File: config.mk
export PLATFORM = sky130hd
export DESIGN_NAME = id_stage
export DESIGN_NICKNAME = d
export VERILOG_FILES = /design/src/verilog/sys_defs_pkg.sv /design/src/verilog/decoder.sv /design/src/verilog/id_stage.sv /design/src/verilog/imm_gen.sv
export SDC_FILE = /design/constraint.sdc
export NUM_CORES = 1
export LEC_CHECK = 0
export ABC_AREA = 1
export BUFFER_PORTS_ARGS = -buffer_cell sky130_fd_sc_hd__buf_2
export CAP_MARGIN = 20
export CELL_PAD_IN_SITES_DETAIL_PLACEMENT = 2
export CELL_PAD_IN_SITES_GLOBAL_PLACEMENT = 2
export CORE_MARGIN = 8
export CORE_UTILIZATION = 29
export CTS_BUF_LIST = sky130_fd_sc_hd__clkbuf_4
export DETAILED_ROUTE_END_ITERATION = 8
export GPL_TIMING_DRIVEN = 1
export PLACE_DENSITY_LB_ADDON = 0.1
export SLEW_MARGIN = 20
export SYNTH_ARGS = -nofsm -noshare
export SYNTH_HDL_FRONTEND = slang
export SYNTH_SLANG_ARGS = --single-unit
File: constraint.sdc
create_clock -name clock -period 3.5 [get_ports clock]
set_input_delay 0.175 -clock clock [delete_from_list [all_inputs] [get_ports clock]]
set_output_delay 0.175 -clock clock [all_outputs]
set_load 0.01 [all_outputs]
File: src/verilog/sys_defs_pkg.sv
// shared definitions for the rv32im decode stage
// widths, opcode and funct encodings, datapath select codes, instruction views

`default_nettype none

package sys_defs_pkg;

	////////////////////////////////////////
	// widths
	////////////////////////////////////////

	localparam int XLEN      = 32;
	localparam int REG_IDX_W = 5;
	localparam int OPA_W     = 2;
	localparam int OPB_W     = 3;
	localparam int ALU_W     = 5;
	localparam int FU_W      = 2;

	////////////////////////////////////////
	// opcodes and funct fields
	////////////////////////////////////////

	localparam logic [6:0] OP_LUI    = 7'b0110111;
	localparam logic [6:0] OP_AUIPC  = 7'b0010111;
	localparam logic [6:0] OP_JAL    = 7'b1101111;
	localparam logic [6:0] OP_JALR   = 7'b1100111;
	localparam logic [6:0] OP_BRANCH = 7'b1100011;
	localparam logic [6:0] OP_LOAD   = 7'b0000011;
	localparam logic [6:0] OP_STORE  = 7'b0100011;
	localparam logic [6:0] OP_IMM    = 7'b0010011;
	localparam logic [6:0] OP_REG    = 7'b0110011;
	localparam logic [6:0] OP_SYSTEM = 7'b1110011;

	// only legal funct7 values in rv32im
	localparam logic [6:0] F7_BASE   = 7'b0000000;
	localparam logic [6:0] F7_ALT    = 7'b0100000;
	localparam logic [6:0] F7_MULDIV = 7'b0000001;

	// wfi is matched on the whole word
	localparam logic [31:0] WFI_WORD = 32'h1050_0073;

	localparam logic [2:0] F3_JALR   = 3'b000;

	// branch compares
	localparam logic [2:0] F3_BEQ    = 3'b000;
	localparam logic [2:0] F3_BNE    = 3'b001;
	localparam logic [2:0] F3_BLT    = 3'b100;
	localparam logic [2:0] F3_BGE    = 3'b101;
	localparam logic [2:0] F3_BLTU   = 3'b110;
	localparam logic [2:0] F3_BGEU   = 3'b111;

	// load and store sizes
	localparam logic [2:0] F3_LB     = 3'b000;
	localparam logic [2:0] F3_LH     = 3'b001;
	localparam logic [2:0] F3_LW     = 3'b010;
	localparam logic [2:0] F3_LBU    = 3'b100;
	localparam logic [2:0] F3_LHU    = 3'b101;
	localparam logic [2:0] F3_SB     = 3'b000;
	localparam logic [2:0] F3_SH     = 3'b001;
	localparam logic [2:0] F3_SW     = 3'b010;

	// alu ops, shared by op and op-imm
	localparam logic [2:0] F3_ADD    = 3'b000;
	localparam logic [2:0] F3_SLL    = 3'b001;
	localparam logic [2:0] F3_SLT    = 3'b010;
	localparam logic [2:0] F3_SLTU   = 3'b011;
	localparam logic [2:0] F3_XOR    = 3'b100;
	localparam logic [2:0] F3_SR     = 3'b101;
	localparam logic [2:0] F3_OR     = 3'b110;
	localparam logic [2:0] F3_AND    = 3'b111;

	// multiplies under F7_MULDIV, divides are not supported
	localparam logic [2:0] F3_MUL    = 3'b000;
	localparam logic [2:0] F3_MULH   = 3'b001;
	localparam logic [2:0] F3_MULHSU = 3'b010;
	localparam logic [2:0] F3_MULHU  = 3'b011;

	// register forms of csr access only
	localparam logic [2:0] F3_CSRRW  = 3'b001;
	localparam logic [2:0] F3_CSRRS  = 3'b010;
	localparam logic [2:0] F3_CSRRC  = 3'b011;

	////////////////////////////////////////
	// datapath select codes
	////////////////////////////////////////

	localparam logic [OPA_W-1:0] OPA_IS_RS1  = 2'd0;
	localparam logic [OPA_W-1:0] OPA_IS_PC   = 2'd1;
	localparam logic [OPA_W-1:0] OPA_IS_ZERO = 2'd2;

	localparam logic [OPB_W-1:0] OPB_IS_RS2   = 3'd0;
	localparam logic [OPB_W-1:0] OPB_IS_I_IMM = 3'd1;
	localparam logic [OPB_W-1:0] OPB_IS_S_IMM = 3'd2;
	localparam logic [OPB_W-1:0] OPB_IS_B_IMM = 3'd3;
	localparam logic [OPB_W-1:0] OPB_IS_U_IMM = 3'd4;
	localparam logic [OPB_W-1:0] OPB_IS_J_IMM = 3'd5;

	localparam logic DEST_NONE = 1'b0;
	localparam logic DEST_RD   = 1'b1;

	localparam logic [ALU_W-1:0] ALU_ADD    = 5'd0;
	localparam logic [ALU_W-1:0] ALU_SUB    = 5'd1;
	localparam logic [ALU_W-1:0] ALU_SLT    = 5'd2;
	localparam logic [ALU_W-1:0] ALU_SLTU   = 5'd3;
	localparam logic [ALU_W-1:0] ALU_AND    = 5'd4;
	localparam logic [ALU_W-1:0] ALU_OR     = 5'd5;
	localparam logic [ALU_W-1:0] ALU_XOR    = 5'd6;
	localparam logic [ALU_W-1:0] ALU_SLL    = 5'd7;
	localparam logic [ALU_W-1:0] ALU_SRL    = 5'd8;
	localparam logic [ALU_W-1:0] ALU_SRA    = 5'd9;
	localparam logic [ALU_W-1:0] ALU_MUL    = 5'd10;
	localparam logic [ALU_W-1:0] ALU_MULH   = 5'd11;
	localparam logic [ALU_W-1:0] ALU_MULHSU = 5'd12;
	localparam logic [ALU_W-1:0] ALU_MULHU  = 5'd13;

	localparam logic [FU_W-1:0] FU_ALU    = 2'd0;
	localparam logic [FU_W-1:0] FU_MEM    = 2'd1;
	localparam logic [FU_W-1:0] FU_BRANCH = 2'd2;
	localparam logic [FU_W-1:0] FU_MUL    = 2'd3;

	////////////////////////////////////////
	// instruction word, one view per format
	////////////////////////////////////////

	typedef union packed {
		struct packed {
			logic [6:0] funct7;
			logic [4:0] rs2;
			logic [4:0] rs1;
			logic [2:0] funct3;
			logic [4:0] rd;
			logic [6:0] opcode;
		} r;
		struct packed {
			logic [11:0] imm;
			logic [4:0]  rs1;
			logic [2:0]  funct3;
			logic [4:0]  rd;
			logic [6:0]  opcode;
		} i;
		struct packed {
			logic [6:0] imm_hi;
			logic [4:0] rs2;
			logic [4:0] rs1;
			logic [2:0] funct3;
			logic [4:0] imm_lo;
			logic [6:0] opcode;
		} s;
		// branch offset bits are scattered around rs2/rs1/funct3
		struct packed {
			logic       imm_12;
			logic [5:0] imm_10_5;
			logic [4:0] rs2;
			logic [4:0] rs1;
			logic [2:0] funct3;
			logic [3:0] imm_4_1;
			logic       imm_11;
			logic [6:0] opcode;
		} b;
		struct packed {
			logic [19:0] imm;
			logic [4:0]  rd;
			logic [6:0]  opcode;
		} u;
		struct packed {
			logic       imm_20;
			logic [9:0] imm_10_1;
			logic       imm_11;
			logic [7:0] imm_19_12;
			logic [4:0] rd;
			logic [6:0] opcode;
		} j;
	} inst_t;

endpackage

`default_nettype wire
File: src/verilog/decoder.sv
// control decoder for rv32im
// maps one instruction word to the datapath controls, noop when not valid

`default_nettype none

module decoder
	import sys_defs_pkg::*;
(
	input  inst_t             inst,
	// when low the word is ignored and every control is noop
	input  logic              valid_inst_in,
	output logic [OPA_W-1:0]  opa_select,
	output logic [OPB_W-1:0]  opb_select,
	output logic              dest_reg,
	output logic [ALU_W-1:0]  alu_func,
	output logic [FU_W-1:0]   fu_type,
	output logic              rd_mem,
	output logic              wr_mem,
	output logic              cond_branch,
	output logic              uncond_branch,
	output logic              csr_op,
	output logic              halt,
	output logic              illegal,
	output logic              valid_inst
);

	logic [ALU_W-1:0] base_alu;
	logic [ALU_W-1:0] mul_alu;
	logic [ALU_W-1:0] reg_alu;
	logic             mul_ok;
	logic             imm_ok;
	logic             reg_ok;

	// a halt is still a valid instruction, only illegal drops it
	assign valid_inst = valid_inst_in & ~illegal;

	////////////////////////////////////////
	// alu function from funct3/funct7
	////////////////////////////////////////

	// funct7 only matters for the right shifts here
	always_comb begin
		base_alu = ALU_ADD;
		case (inst.r.funct3)
			F3_ADD:  base_alu = ALU_ADD;
			F3_SLL:  base_alu = ALU_SLL;
			F3_SLT:  base_alu = ALU_SLT;
			F3_SLTU: base_alu = ALU_SLTU;
			F3_XOR:  base_alu = ALU_XOR;
			F3_SR:   base_alu = (inst.r.funct7 == F7_ALT) ? ALU_SRA : ALU_SRL;
			F3_OR:   base_alu = ALU_OR;
			F3_AND:  base_alu = ALU_AND;
		endcase
	end

	// multiply variants, upper funct3 values are divides
	assign mul_ok = inst.r.funct3 inside {F3_MUL, F3_MULH, F3_MULHSU, F3_MULHU};

	always_comb begin
		mul_alu = ALU_MUL;
		case (inst.r.funct3)
			F3_MULH:   mul_alu = ALU_MULH;
			F3_MULHSU: mul_alu = ALU_MULHSU;
			F3_MULHU:  mul_alu = ALU_MULHU;
			default:   mul_alu = ALU_MUL;
		endcase
	end

	// shift immediates carry funct7 in imm[11:5], everything else is free
	assign imm_ok = !(inst.r.funct3 inside {F3_SLL, F3_SR}) ||
		(inst.r.funct7 == F7_BASE) ||
		(inst.r.funct3 == F3_SR && inst.r.funct7 == F7_ALT);

	// register-register forms
	always_comb begin
		reg_ok  = 1'b0;
		reg_alu = base_alu;
		case (inst.r.funct7)
			F7_BASE: reg_ok = 1'b1;
			F7_ALT: begin
				// alt selects sub and sra only
				reg_ok = (inst.r.funct3 == F3_ADD) || (inst.r.funct3 == F3_SR);
				if (inst.r.funct3 == F3_ADD)
					reg_alu = ALU_SUB;
			end
			F7_MULDIV: begin
				reg_ok  = mul_ok;
				reg_alu = mul_alu;
			end
			default: reg_ok = 1'b0;
		endcase
	end

	////////////////////////////////////////
	// instruction class
	////////////////////////////////////////

	always_comb begin
		// noop defaults, a class only touches what it needs
		opa_select    = OPA_IS_RS1;
		opb_select    = OPB_IS_RS2;
		dest_reg      = DEST_NONE;
		alu_func      = ALU_ADD;
		fu_type       = FU_ALU;
		rd_mem        = 1'b0;
		wr_mem        = 1'b0;
		cond_branch   = 1'b0;
		uncond_branch = 1'b0;
		csr_op        = 1'b0;
		halt          = 1'b0;
		illegal       = 1'b0;
		if (valid_inst_in) begin
			case (inst.r.opcode)
				OP_LUI: begin
					dest_reg   = DEST_RD;
					opa_select = OPA_IS_ZERO;
					opb_select = OPB_IS_U_IMM;
				end
				OP_AUIPC: begin
					dest_reg   = DEST_RD;
					opa_select = OPA_IS_PC;
					opb_select = OPB_IS_U_IMM;
				end
				OP_JAL: begin
					// target computed as pc + j offset
					dest_reg      = DEST_RD;
					opa_select    = OPA_IS_PC;
					opb_select    = OPB_IS_J_IMM;
					uncond_branch = 1'b1;
					fu_type       = FU_BRANCH;
				end
				OP_JALR: begin
					if (inst.r.funct3 == F3_JALR) begin
						dest_reg      = DEST_RD;
						opb_select    = OPB_IS_I_IMM;
						uncond_branch = 1'b1;
						fu_type       = FU_BRANCH;
					end else begin
						illegal = 1'b1;
					end
				end
				OP_BRANCH: begin
					if (inst.r.funct3 inside {F3_BEQ, F3_BNE, F3_BLT, F3_BGE,
							F3_BLTU, F3_BGEU}) begin
						opa_select  = OPA_IS_PC;
						opb_select  = OPB_IS_B_IMM;
						cond_branch = 1'b1;
						fu_type     = FU_BRANCH;
					end else begin
						illegal = 1'b1;
					end
				end
				OP_LOAD: begin
					if (inst.r.funct3 inside {F3_LB, F3_LH, F3_LW, F3_LBU, F3_LHU}) begin
						dest_reg   = DEST_RD;
						opb_select = OPB_IS_I_IMM;
						rd_mem     = 1'b1;
						fu_type    = FU_MEM;
					end else begin
						illegal = 1'b1;
					end
				end
				OP_STORE: begin
					if (inst.r.funct3 inside {F3_SB, F3_SH, F3_SW}) begin
						opb_select = OPB_IS_S_IMM;
						wr_mem     = 1'b1;
						fu_type    = FU_MEM;
					end else begin
						illegal = 1'b1;
					end
				end
				OP_IMM: begin
					if (imm_ok) begin
						dest_reg   = DEST_RD;
						opb_select = OPB_IS_I_IMM;
						alu_func   = base_alu;
					end else begin
						illegal = 1'b1;
					end
				end
				OP_REG: begin
					if (reg_ok) begin
						dest_reg = DEST_RD;
						alu_func = reg_alu;
						fu_type  = (inst.r.funct7 == F7_MULDIV) ? FU_MUL : FU_ALU;
					end else begin
						illegal = 1'b1;
					end
				end
				OP_SYSTEM: begin
					// wfi first, it shares the system opcode
					if (inst == WFI_WORD)
						halt = 1'b1;
					else if (inst.r.funct3 inside {F3_CSRRW, F3_CSRRS, F3_CSRRC})
						csr_op = 1'b1;
					else
						illegal = 1'b1;
				end
				default: illegal = 1'b1;
			endcase
		end
	end

endmodule

`default_nettype wire

File: src/verilog/id_stage.sv
// decode stage top
// runs the control decoder and immediate generator on one word, holds the id/ex register

`default_nettype none

module id_stage
	import sys_defs_pkg::*;
(
	input  logic                  clock,
	input  logic                  reset,
	input  inst_t                 if_inst,
	input  logic [XLEN-1:0]       if_pc,
	input  logic                  if_valid,
	// hold the id/ex register
	input  logic                  stall,
	output logic                  id_valid,
	output logic [XLEN-1:0]       id_pc,
	output logic [OPA_W-1:0]      id_opa_select,
	output logic [OPB_W-1:0]      id_opb_select,
	output logic [ALU_W-1:0]      id_alu_func,
	output logic [FU_W-1:0]       id_fu_type,
	output logic [REG_IDX_W-1:0]  id_rs1_idx,
	output logic [REG_IDX_W-1:0]  id_rs2_idx,
	output logic [REG_IDX_W-1:0]  id_dest_reg_idx,
	output logic [2:0]            id_funct3,
	output logic [XLEN-1:0]       id_imm,
	output logic                  id_rd_mem,
	output logic                  id_wr_mem,
	output logic                  id_cond_branch,
	output logic                  id_uncond_branch,
	output logic                  id_csr_op,
	output logic                  id_halt,
	output logic                  id_illegal
);

	// decoder outputs
	logic [OPA_W-1:0]      opa_select;
	logic [OPB_W-1:0]      opb_select;
	logic                  dest_reg;
	logic [ALU_W-1:0]      alu_func;
	logic [FU_W-1:0]       fu_type;
	logic                  rd_mem;
	logic                  wr_mem;
	logic                  cond_branch;
	logic                  uncond_branch;
	logic                  csr_op;
	logic                  halt;
	logic                  illegal;
	logic                  valid_inst;

	// immediate candidates
	logic [XLEN-1:0]       i_imm;
	logic [XLEN-1:0]       s_imm;
	logic [XLEN-1:0]       b_imm;
	logic [XLEN-1:0]       u_imm;
	logic [XLEN-1:0]       j_imm;

	logic [XLEN-1:0]       imm_sel;
	logic [REG_IDX_W-1:0]  dest_idx;

	decoder u_decoder (
		.inst          (if_inst),
		.valid_inst_in (if_valid),
		.opa_select    (opa_select),
		.opb_select    (opb_select),
		.dest_reg      (dest_reg),
		.alu_func      (alu_func),
		.fu_type       (fu_type),
		.rd_mem        (rd_mem),
		.wr_mem        (wr_mem),
		.cond_branch   (cond_branch),
		.uncond_branch (uncond_branch),
		.csr_op        (csr_op),
		.halt          (halt),
		.illegal       (illegal),
		.valid_inst    (valid_inst)
	);

	imm_gen u_imm_gen (
		.inst  (if_inst),
		.i_imm (i_imm),
		.s_imm (s_imm),
		.b_imm (b_imm),
		.u_imm (u_imm),
		.j_imm (j_imm)
	);

	////////////////////////////////////////
	// combine decoder and immediates
	////////////////////////////////////////

	// operand b select also picks the immediate format
	always_comb begin
		case (opb_select)
			OPB_IS_RS2:   imm_sel = '0;
			OPB_IS_I_IMM: imm_sel = i_imm;
			OPB_IS_S_IMM: imm_sel = s_imm;
			OPB_IS_B_IMM: imm_sel = b_imm;
			OPB_IS_U_IMM: imm_sel = u_imm;
			OPB_IS_J_IMM: imm_sel = j_imm;
			default:      imm_sel = '0;
		endcase
	end

	// x0 as destination when nothing is written back
	assign dest_idx = (dest_reg == DEST_RD) ? if_inst.r.rd : '0;

	////////////////////////////////////////
	// id/ex register
	////////////////////////////////////////

	always_ff @(posedge clock) begin
		if (reset) begin
			id_valid         <= 1'b0;
			id_pc            <= '0;
			id_opa_select    <= '0;
			id_opb_select    <= '0;
			id_alu_func      <= '0;
			id_fu_type       <= '0;
			id_rs1_idx       <= '0;
			id_rs2_idx       <= '0;
			id_dest_reg_idx  <= '0;
			id_funct3        <= '0;
			id_imm           <= '0;
			id_rd_mem        <= 1'b0;
			id_wr_mem        <= 1'b0;
			id_cond_branch   <= 1'b0;
			id_uncond_branch <= 1'b0;
			id_csr_op        <= 1'b0;
			id_halt          <= 1'b0;
			id_illegal       <= 1'b0;
		end else if (!stall) begin
			// take the word on every unstalled edge
			id_valid         <= valid_inst;
			id_pc            <= if_pc;
			id_opa_select    <= opa_select;
			id_opb_select    <= opb_select;
			id_alu_func      <= alu_func;
			id_fu_type       <= fu_type;
			id_rs1_idx       <= if_inst.r.rs1;
			id_rs2_idx       <= if_inst.r.rs2;
			id_dest_reg_idx  <= dest_idx;
			id_funct3        <= if_inst.r.funct3;
			id_imm           <= imm_sel;
			id_rd_mem        <= rd_mem;
			id_wr_mem        <= wr_mem;
			id_cond_branch   <= cond_branch;
			id_uncond_branch <= uncond_branch;
			id_csr_op        <= csr_op;
			id_halt          <= halt;
			id_illegal       <= illegal;
		end
	end

endmodule

`default_nettype wire

File: src/verilog/imm_gen.sv
// immediate generator
// rebuilds the i, s, b, u and j immediates of one word, sign extended

`default_nettype none

module imm_gen
	import sys_defs_pkg::*;
(
	input  inst_t            inst,
	output logic [XLEN-1:0]  i_imm,
	output logic [XLEN-1:0]  s_imm,
	output logic [XLEN-1:0]  b_imm,
	output logic [XLEN-1:0]  u_imm,
	output logic [XLEN-1:0]  j_imm
);

	////////////////////////////////////////
	// contiguous formats
	////////////////////////////////////////

	// i type, imm[11] is bit 31 of the word
	assign i_imm = {{(XLEN-12){inst.i.imm[11]}}, inst.i.imm};

	// s type splits the offset around rs2/rs1/funct3
	assign s_imm = {{(XLEN-12){inst.s.imm_hi[6]}}, inst.s.imm_hi, inst.s.imm_lo};

	// u type fills the upper 20 bits, nothing to extend
	assign u_imm = {inst.u.imm, 12'b0};

	////////////////////////////////////////
	// scattered offsets, bit 0 always zero
	////////////////////////////////////////

	// b type, +/- 4 KiB branch range
	assign b_imm = {
		{(XLEN-13){inst.b.imm_12}},
		inst.b.imm_12,
		inst.b.imm_11,
		inst.b.imm_10_5,
		inst.b.imm_4_1,
		1'b0
	};

	// j type, +/- 1 MiB jump range
	assign j_imm = {
		{(XLEN-21){inst.j.imm_20}},
		inst.j.imm_20,
		inst.j.imm_19_12,
		inst.j.imm_11,
		inst.j.imm_10_1,
		1'b0
	};

endmodule

`default_nettype wire

======== Word level (Yosys, flattened, before mapping) ========
Index checks and enable logic that the tools add are counted.
storage, ports and cells
  register bits after elaboration ......... 102
  output and inout port bits .............. 102
  word-level logic and storage cells ...... 124
cells by class
  equal/unequal tests ..................... 25
  multiplexer cells ....................... 63
  bitwise gates (word level) .............. 2
  reductions and logical operators ........ 16
operators by type and width
  cell                                                               number
  32-bit case mux with 5 select lines                                1
  5-bit case mux with 8 select lines                                 1
  1-bit two-way mux                                                  37
  32-bit by 29-bit == test with 1-bit output, second input constant  1
  7-bit by 6-bit == test with 1-bit output, second input constant    4
  7-bit == test, second input constant                               4
  5-bit two-way mux                                                  5
  3-bit case mux with 7 select lines                                 1
  5-bit case mux with 2 select lines                                 2
  3-bit == test, second input constant                               6
  2-bit two-way mux                                                  8
  7-bit by 5-bit == test with 1-bit output, second input constant    2
  3-bit by 2-bit == test with 1-bit output, second input constant    4
  2-bit case mux with 6 select lines                                 1
  3-bit case mux with 3 select lines                                 1
  1-bit case mux with 8 select lines                                 1
  7-bit by 1-bit == test with 1-bit output, second input constant    1
  7-bit by 2-bit == test with 1-bit output, second input constant    1
  7-bit zero test                                                    1
  3-bit by 1-bit == test with 1-bit output, second input constant    2
  2-bit case mux with 3 select lines                                 1
  3-bit nonzero test                                                 2
  6-bit nonzero test                                                 1
  1-bit case mux with 5 select lines                                 1
  other kinds (14)                                                   17

======== Logic depth before layout (Yosys ltp) ========
  word-level depth ........................ 10
  mapped depth ............................ 14
  depth with buffers taken out ............ 14

======== By module ========
A second synthesis with hierarchy kept.
second synthesis, totals
  cells, all modules ...................... 1121
  area, all modules ....................... 7099.3 um2
modules (own cells, without submodules)
  module    times used  cells an instance  area an instance (um2)  seq. area each (um2)
  id_stage  1           769                4979.8                  2042.0
  imm_gen   1           161                1204.9                  0.0
  decoder   1           191                914.6                   0.0

======== Least setup slack after synthesis ========
OpenSTA, ideal clock, no wires.
  path kind ............................... input port to flip-flop
  start ................................... input if_inst[14] in the netlist's numbering
  end ..................................... register id_imm[26]
  library setup time ...................... 0.109 ns
  data arrival time ....................... 1.425 ns
  required time ........................... 3.391 ns
  slack ................................... 1.966 ns
  cell stages on the path ................. 14
  path buffers ............................ 2
  path through ............................ buf_6 clkinv_4 nand2_1 nand3_1 nand2_1 nor2_2 nand2_8 nand2_8 nand2_8 nand3_2 buf_6 nand3_1 nand2_1 inv_1
on the way
  word-level cells in the longest chain between the ends .. 10
  elaborated cells between the ends (all ways) .. 28
RTL lines
  item                                                                       RTL line         RTL
  start: declaration                                                         id_stage.sv:11   input inst_t if_inst,
  3-bit by 1-bit == test with 1-bit output or 3-bit == test (tied branches)  n/a
  2-bit nonzero test                                                         decoder.sv:70    assign imm_ok = !(inst.r.funct3 inside {F3_SLL, F3_SR}) ||
  1-bit zero test                                                            decoder.sv:70
  1-bit logical OR                                                           decoder.sv:70
  1-bit logical OR                                                           decoder.sv:71    (inst.r.funct7 == F7_BASE) ||
  1-bit two-way mux                                                          decoder.sv:173   if (imm_ok) begin
  3-bit case mux with 7 select lines *                                       decoder.sv:113   case (inst.r.opcode)
  3-bit two-way mux *                                                        decoder.sv:112   if (valid_inst_in) begin
  3-bit == test (tied with other cells)                                      id_stage.sv:94   case (opb_select)
  32-bit case mux with 5 select lines *                                      id_stage.sv:94
  end signal: assignment                                                     id_stage.sv:144  id_imm <= imm_sel;
  end: declaration                                                           id_stage.sv:26   output logic [XLEN-1:0] id_imm,
Mark *: on every way between the ends. The rest lies on a longest branch, timed or not.
A chain may end at the register's enable or synchronous reset.

======== Worst setup path after layout ========
  start ................................... input if_inst[5] in the netlist's numbering
  end ..................................... register id_imm[23]
on the way
  word-level cells in the longest chain between the ends .. 6
  elaborated cells between the ends (all ways) .. 17
RTL lines
  item                                                                                                  RTL line
  7-bit by 6-bit == test with 1-bit output or 7-bit by 5-bit == test with 1-bit output (tied branches)  decoder.sv:113
  2-bit OR reduction (no line)                                                                          n/a
  3-bit case mux with 7 select lines *                                                                  decoder.sv:113
  3-bit two-way mux *                                                                                   decoder.sv:112
  3-bit == test (tied with other cells)                                                                 id_stage.sv:94
  32-bit case mux with 5 select lines *                                                                 id_stage.sv:94
Marks and branches as above.

==> flow_summary.rst <==
.. list-table::
   :header-rows: 1

   * - Metric
     - Value
   * - Number of warnings printed during yosys synthesis
     - 0
   * - Number of cell rows
     - 46
   * - Switching power
     - 711 µW
   * - Internal Pwr Total
     - 1570 µW
   * - Ratio of routed vias to standard cells
     - 4.88
   * - Met3 global-route usage
     - 4.94%
   * - Met1 capacity usage during global routing
     - 23.5%
   * - Number of instances in the synthesized netlist
     - 648
   * - Maximum fanout count along the critical path
     - 13
   * - Final estimated routing congestion in global placement
     - 0.836
   * - Worst path arrival time
     - 2.78 ns
   * - Post-synthesis instance area
     - 4680 µm²
   * - Number of flops mapped to enable cells by yosys
     - 0
   * - Wire length reported by the detailed router
     - 20.5 mm
   * - Total nets after synthesis
     - 716
   * - Top-count cell post-synth
     - sky130_fd_sc_hd__nand2_1
   * - Most repeated library cell on the critical path
     - sky130_fd_sc_hd__nand2_1
   * - Startpoint of the most critical register-to-register path
     - id_imm[23]$_SDFFE_PP0N_
   * - Layer with the highest usage
     - met2
   * - Clock Skews
     - 0 ns
   * - CP Capture Type
     - flip-flop
   * - Proportion of netlist area held by the largest area contributor
     - 43.2%
   * - Residual DRC
     - 0
   * - Logic pwr share
     - 15.7%
   * - Synth Flop Type
     - sky130_fd_sc_hd__dfxtp_1
   * - Worst min-delay path class
     - in -> reg
   * - Final cell count without fillers
     - 1069
   * - Most numerous cell types in the synthesized netlist
     - sky130_fd_sc_hd__nand2_1 (121), sky130_fd_sc_hd__dfxtp_1 (101), sky130_fd_sc_hd__nor2_1 (96)
   * - Lkg Pwr
     - 0.00308 µW
   * - Die Width
     - about 140 µm
   * - Delay of the slowest cell on the worst path
     - 0.52 ns
   * - Max IR drop VDD
     - 148 µV
   * - Hold EP
     - id_funct3[1]$_SDFFE_PP0N_
   * - Fraction of synthesis flops using an asynchronous set or reset pin
     - 0%
   * - Total power per unit cell area
     - 360 nW/µm²
   * - CTS max path bufs
     - 2
   * - Synth area leader
     - sky130_fd_sc_hd__dfxtp_1
   * - Area Overhead vs Synth
     - 35.3%
   * - Floorplan die height
     - 143 µm
   * - Total count of max-transition violations in the final report
     - 0
   * - Number of clock buffers inserted by TritonCTS
     - 9
   * - Result of the run
     - complete, no violations
   * - Overall track demand over capacity in global routing
     - around 20%
   * - # resized after CTS
     - 0
   * - Hold wc startpoint
     - if_inst[13]
   * - Share of cells above drive strength 1
     - 27.9%
   * - Pin slew with the least headroom to its limit
     - 1.01 ns
   * - Final standard cell utilization of the core
     - roughly 40%
   * - Sequential-to-total area share from yosys stat
     - 43.2%
   * - Via count of the first global-routing pass
     - 5908
   * - Core area
     - 15800 µm²
   * - Crit path launch type
     - input pin
   * - Setup repair after global routing missed its margin
     - false
   * - Pin count of the biggest net entering global routing
     - 57
   * - CTS tree
     - built
   * - Cell types with the largest area share after synthesis
     - sky130_fd_sc_hd__dfxtp_1 (43%), sky130_fd_sc_hd__nand2_1 (9.7%), sky130_fd_sc_hd__nor2_1 (7.7%)
   * - Total die area
     - 20400 µm²
   * - Remaining antenna violation count
     - 0
   * - Number of register bits inferred by synthesis
     - around 100
   * - Fraction of power spent switching nets
     - 31.2%
   * - Sequential cell fraction of total power
     - between 50% and 60%
   * - Final setup violation count
     - 0
   * - Mean post-synth cell area
     - 7.22 µm²
   * - Wire length of the first global-routing pass
     - 32.1 mm
   * - # IOs
     - 170
   * - CTS clk-pin slew, worst paths
     - 0.19 ns
   * - Initial DRC count
     - 258
   * - Total vias in the final route
     - 5212
   * - Number of maximum-capacitance violations
     - 0
   * - Clock tree sinks
     - 101
   * - Number of optimization iterations in the first detailed-route pass
     - 4
   * - Number of I/O port buffers
     - 168
   * - Final layout net count
     - 912
   * - Half-perimeter wire length after detailed placement
     - 14.8 mm
   * - R2R cell count
     - 4
   * - Min Clock Period, post-route
     - 2.31 ns
   * - Type of the setup path with the least slack
     - in -> reg
   * - Post-CTS setup buffer count
     - 0
   * - Number of distinct standard cells referenced by the synthesized netlist
     - 35
   * - Register-to-register setup slack
     - around 2.7 ns
   * - Number of cells after detailed placement
     - between 900 and 1000
   * - Remaining global-route overflow
     - 0
   * - Cell-by-cell listing of the critical path
     - dlygate4sd3_1 -> buf_2 -> nand2_1 -> nor2_4 -> nand3_1 -> nand2_1 -> nand2_1 -> inv_1 -> nand4_1 -> nand3_2 -> nand2_1 -> inv_1
   * - Maximum clock rate
     - 434 MHz
   * - Slowest-stage cell, CP
     - sky130_fd_sc_hd__inv_1
   * - Filler cells
     - around 1900
   * - Number of endpoints with negative hold slack in the final report
     - 0
   * - Number of cells traversed by the worst hold path
     - 3
   * - Clock network latency to the later pin of the worst-skew pair
     - 0.50 ns
   * - Endpoint of the worst register-to-register path
     - id_imm[23]$_SDFFE_PP0N_
   * - Final period util
     - 65.9%
   * - Fraction of met2 tracks used by global routing
     - 34.5%
   * - Number of antenna violations at the first check in global routing
     - 1
   * - Worst path required time
     - 3.97 ns
   * - Fraction of power consumed by the clock network
     - between 30 and 40%
   * - Total negative setup slack
     - 0 ns
   * - Worst-case headroom to the max-slew limit
     - between 30 and 40%
   * - Post-detailed-route wirelength per cell
     - 19.2 µm
   * - CTS root buffer
     - sky130_fd_sc_hd__clkbuf_4
   * - Initial standard-cell utilization of the core
     - 29.5%
   * - Number of H-tree levels
     - 3
## kinds of logic (layout without fill, tap and decap cells)
kind of cell | Yosys count | after routing | synth area share, %
buffers and inverters | 99 | 300 | 8.86
and+or+nand+nor | 307 | 307 | 31.0
AOI/OAI and AO/OA | 139 | 139 | 16.6
other | 1 | 5 | 0.0802
xor gates and xnor gates | 1 | 1 | 0.187
DFF | 101 | 101 | 43.2
## power by group through the flow
stage | Clock [µW] | Sequential [µW] | Combinational [µW]
2_1_floorplan | 0 | 1260 | 145
3_3_place_gp | 0 | 1240 | 300
3_5_place_dp | 0 | 1240 | 312
4_1_cts | 737 | 1210 | 359
5_1_grt | 772 | 1220 | 394
6_report | 705 | 1210 | 358
## flip-flops by register name (all words and copies together) (netlist names), 2 cells and up
name,cells
id_alu_func,4
id_dest_reg_idx,5
id_fu_type,2
id_funct3,3
id_imm,32
id_opa_select,2
id_opb_select,3
id_pc,32
id_rs1_idx,5
id_rs2_idx,5
## through the flow
step	cell area, µm²	hold slack [ns]	setup WS (ns)	power [µW]
final	6320	0.0716	1.19	2280
after global routing	6320	0.0503	1.01	2390
after floorplan	4680	0.327	1.97	1400
after global placement	5640	0.409	1.29	1540
after detailed placement	5640	0.423	1.18	1550
after CTS	6310	0.00763	1.25	2310
## critical path: cells and delay by family
kind	cells	cell delay, ns
buf+inv	4	1.26
simple gates	8	1.33
## final cells by class
type	count	area, µm²	area share [%]
multi-input cells	448	2240	35.4
flip-flops and latches	101	2020	32.0
repair buffers	225	1400	22.1
well taps	216	270	4.27
inverters	59	226	3.58
clock inverters	7	92.6	1.46
clock buffers	9	67.6	1.07
diodes	4	10.0	0.158
## worst max-delay path by stage
stage / from / end / depth (start not counted)
final: if_inst[5] / id_imm[23]$_SDFFE_PP0N_ / 12
after global routing: if_inst[5] / id_imm[23]$_SDFFE_PP0N_ / 12
after CTS: if_inst[5] / id_imm[23]$_SDFFE_PP0N_ / 12
after detailed placement: if_inst[4] / id_imm[21]$_SDFFE_PP0N_ / 12
after floorplan: if_inst[14] / id_imm[26]$_SDFFE_PP0N_ / 14
after global placement: if_inst[4] / id_imm[20]$_SDFFE_PP0N_ / 12
## cells in the final DEF, fill, tap and decap left out, types with 6 or more instances in the layout
cell	count
sky130_fd_sc_hd__a21oi_1	51
sky130_fd_sc_hd__a21oi_2	8
sky130_fd_sc_hd__buf_2	168
sky130_fd_sc_hd__buf_4	6
sky130_fd_sc_hd__clkbuf_4	9
sky130_fd_sc_hd__dfxtp_1	101
sky130_fd_sc_hd__dlygate4sd3_1	51
sky130_fd_sc_hd__inv_1	53
sky130_fd_sc_hd__nand2_1	121
sky130_fd_sc_hd__nand3_1	34
sky130_fd_sc_hd__nand3_2	10
sky130_fd_sc_hd__nand4_1	20
sky130_fd_sc_hd__nor2_1	96
sky130_fd_sc_hd__o21ai_0	59
sky130_fd_sc_hd__o21ai_2	8
sky130_fd_sc_hd__o22ai_1	9
## metal layers
layer / vias up / routed length (µm) / part of all wire [%]
met5: - / 0 / 0
met4: 0 / 478 / 2.3
met3: 26 / 1260 / 6.1
met2: 123 / 10200 / 50
met1: 2552 / 8620 / 42
li1: 2511 / - / -
## timing repair
item / 4_1_cts / 5_1_grt
endpoints found under the setup margin: 0 / 0
hold buffers: 51 / 0
endpoints found under the hold margin: 52 / 0
Note: power is estimated with default switching activity, not from simulation.
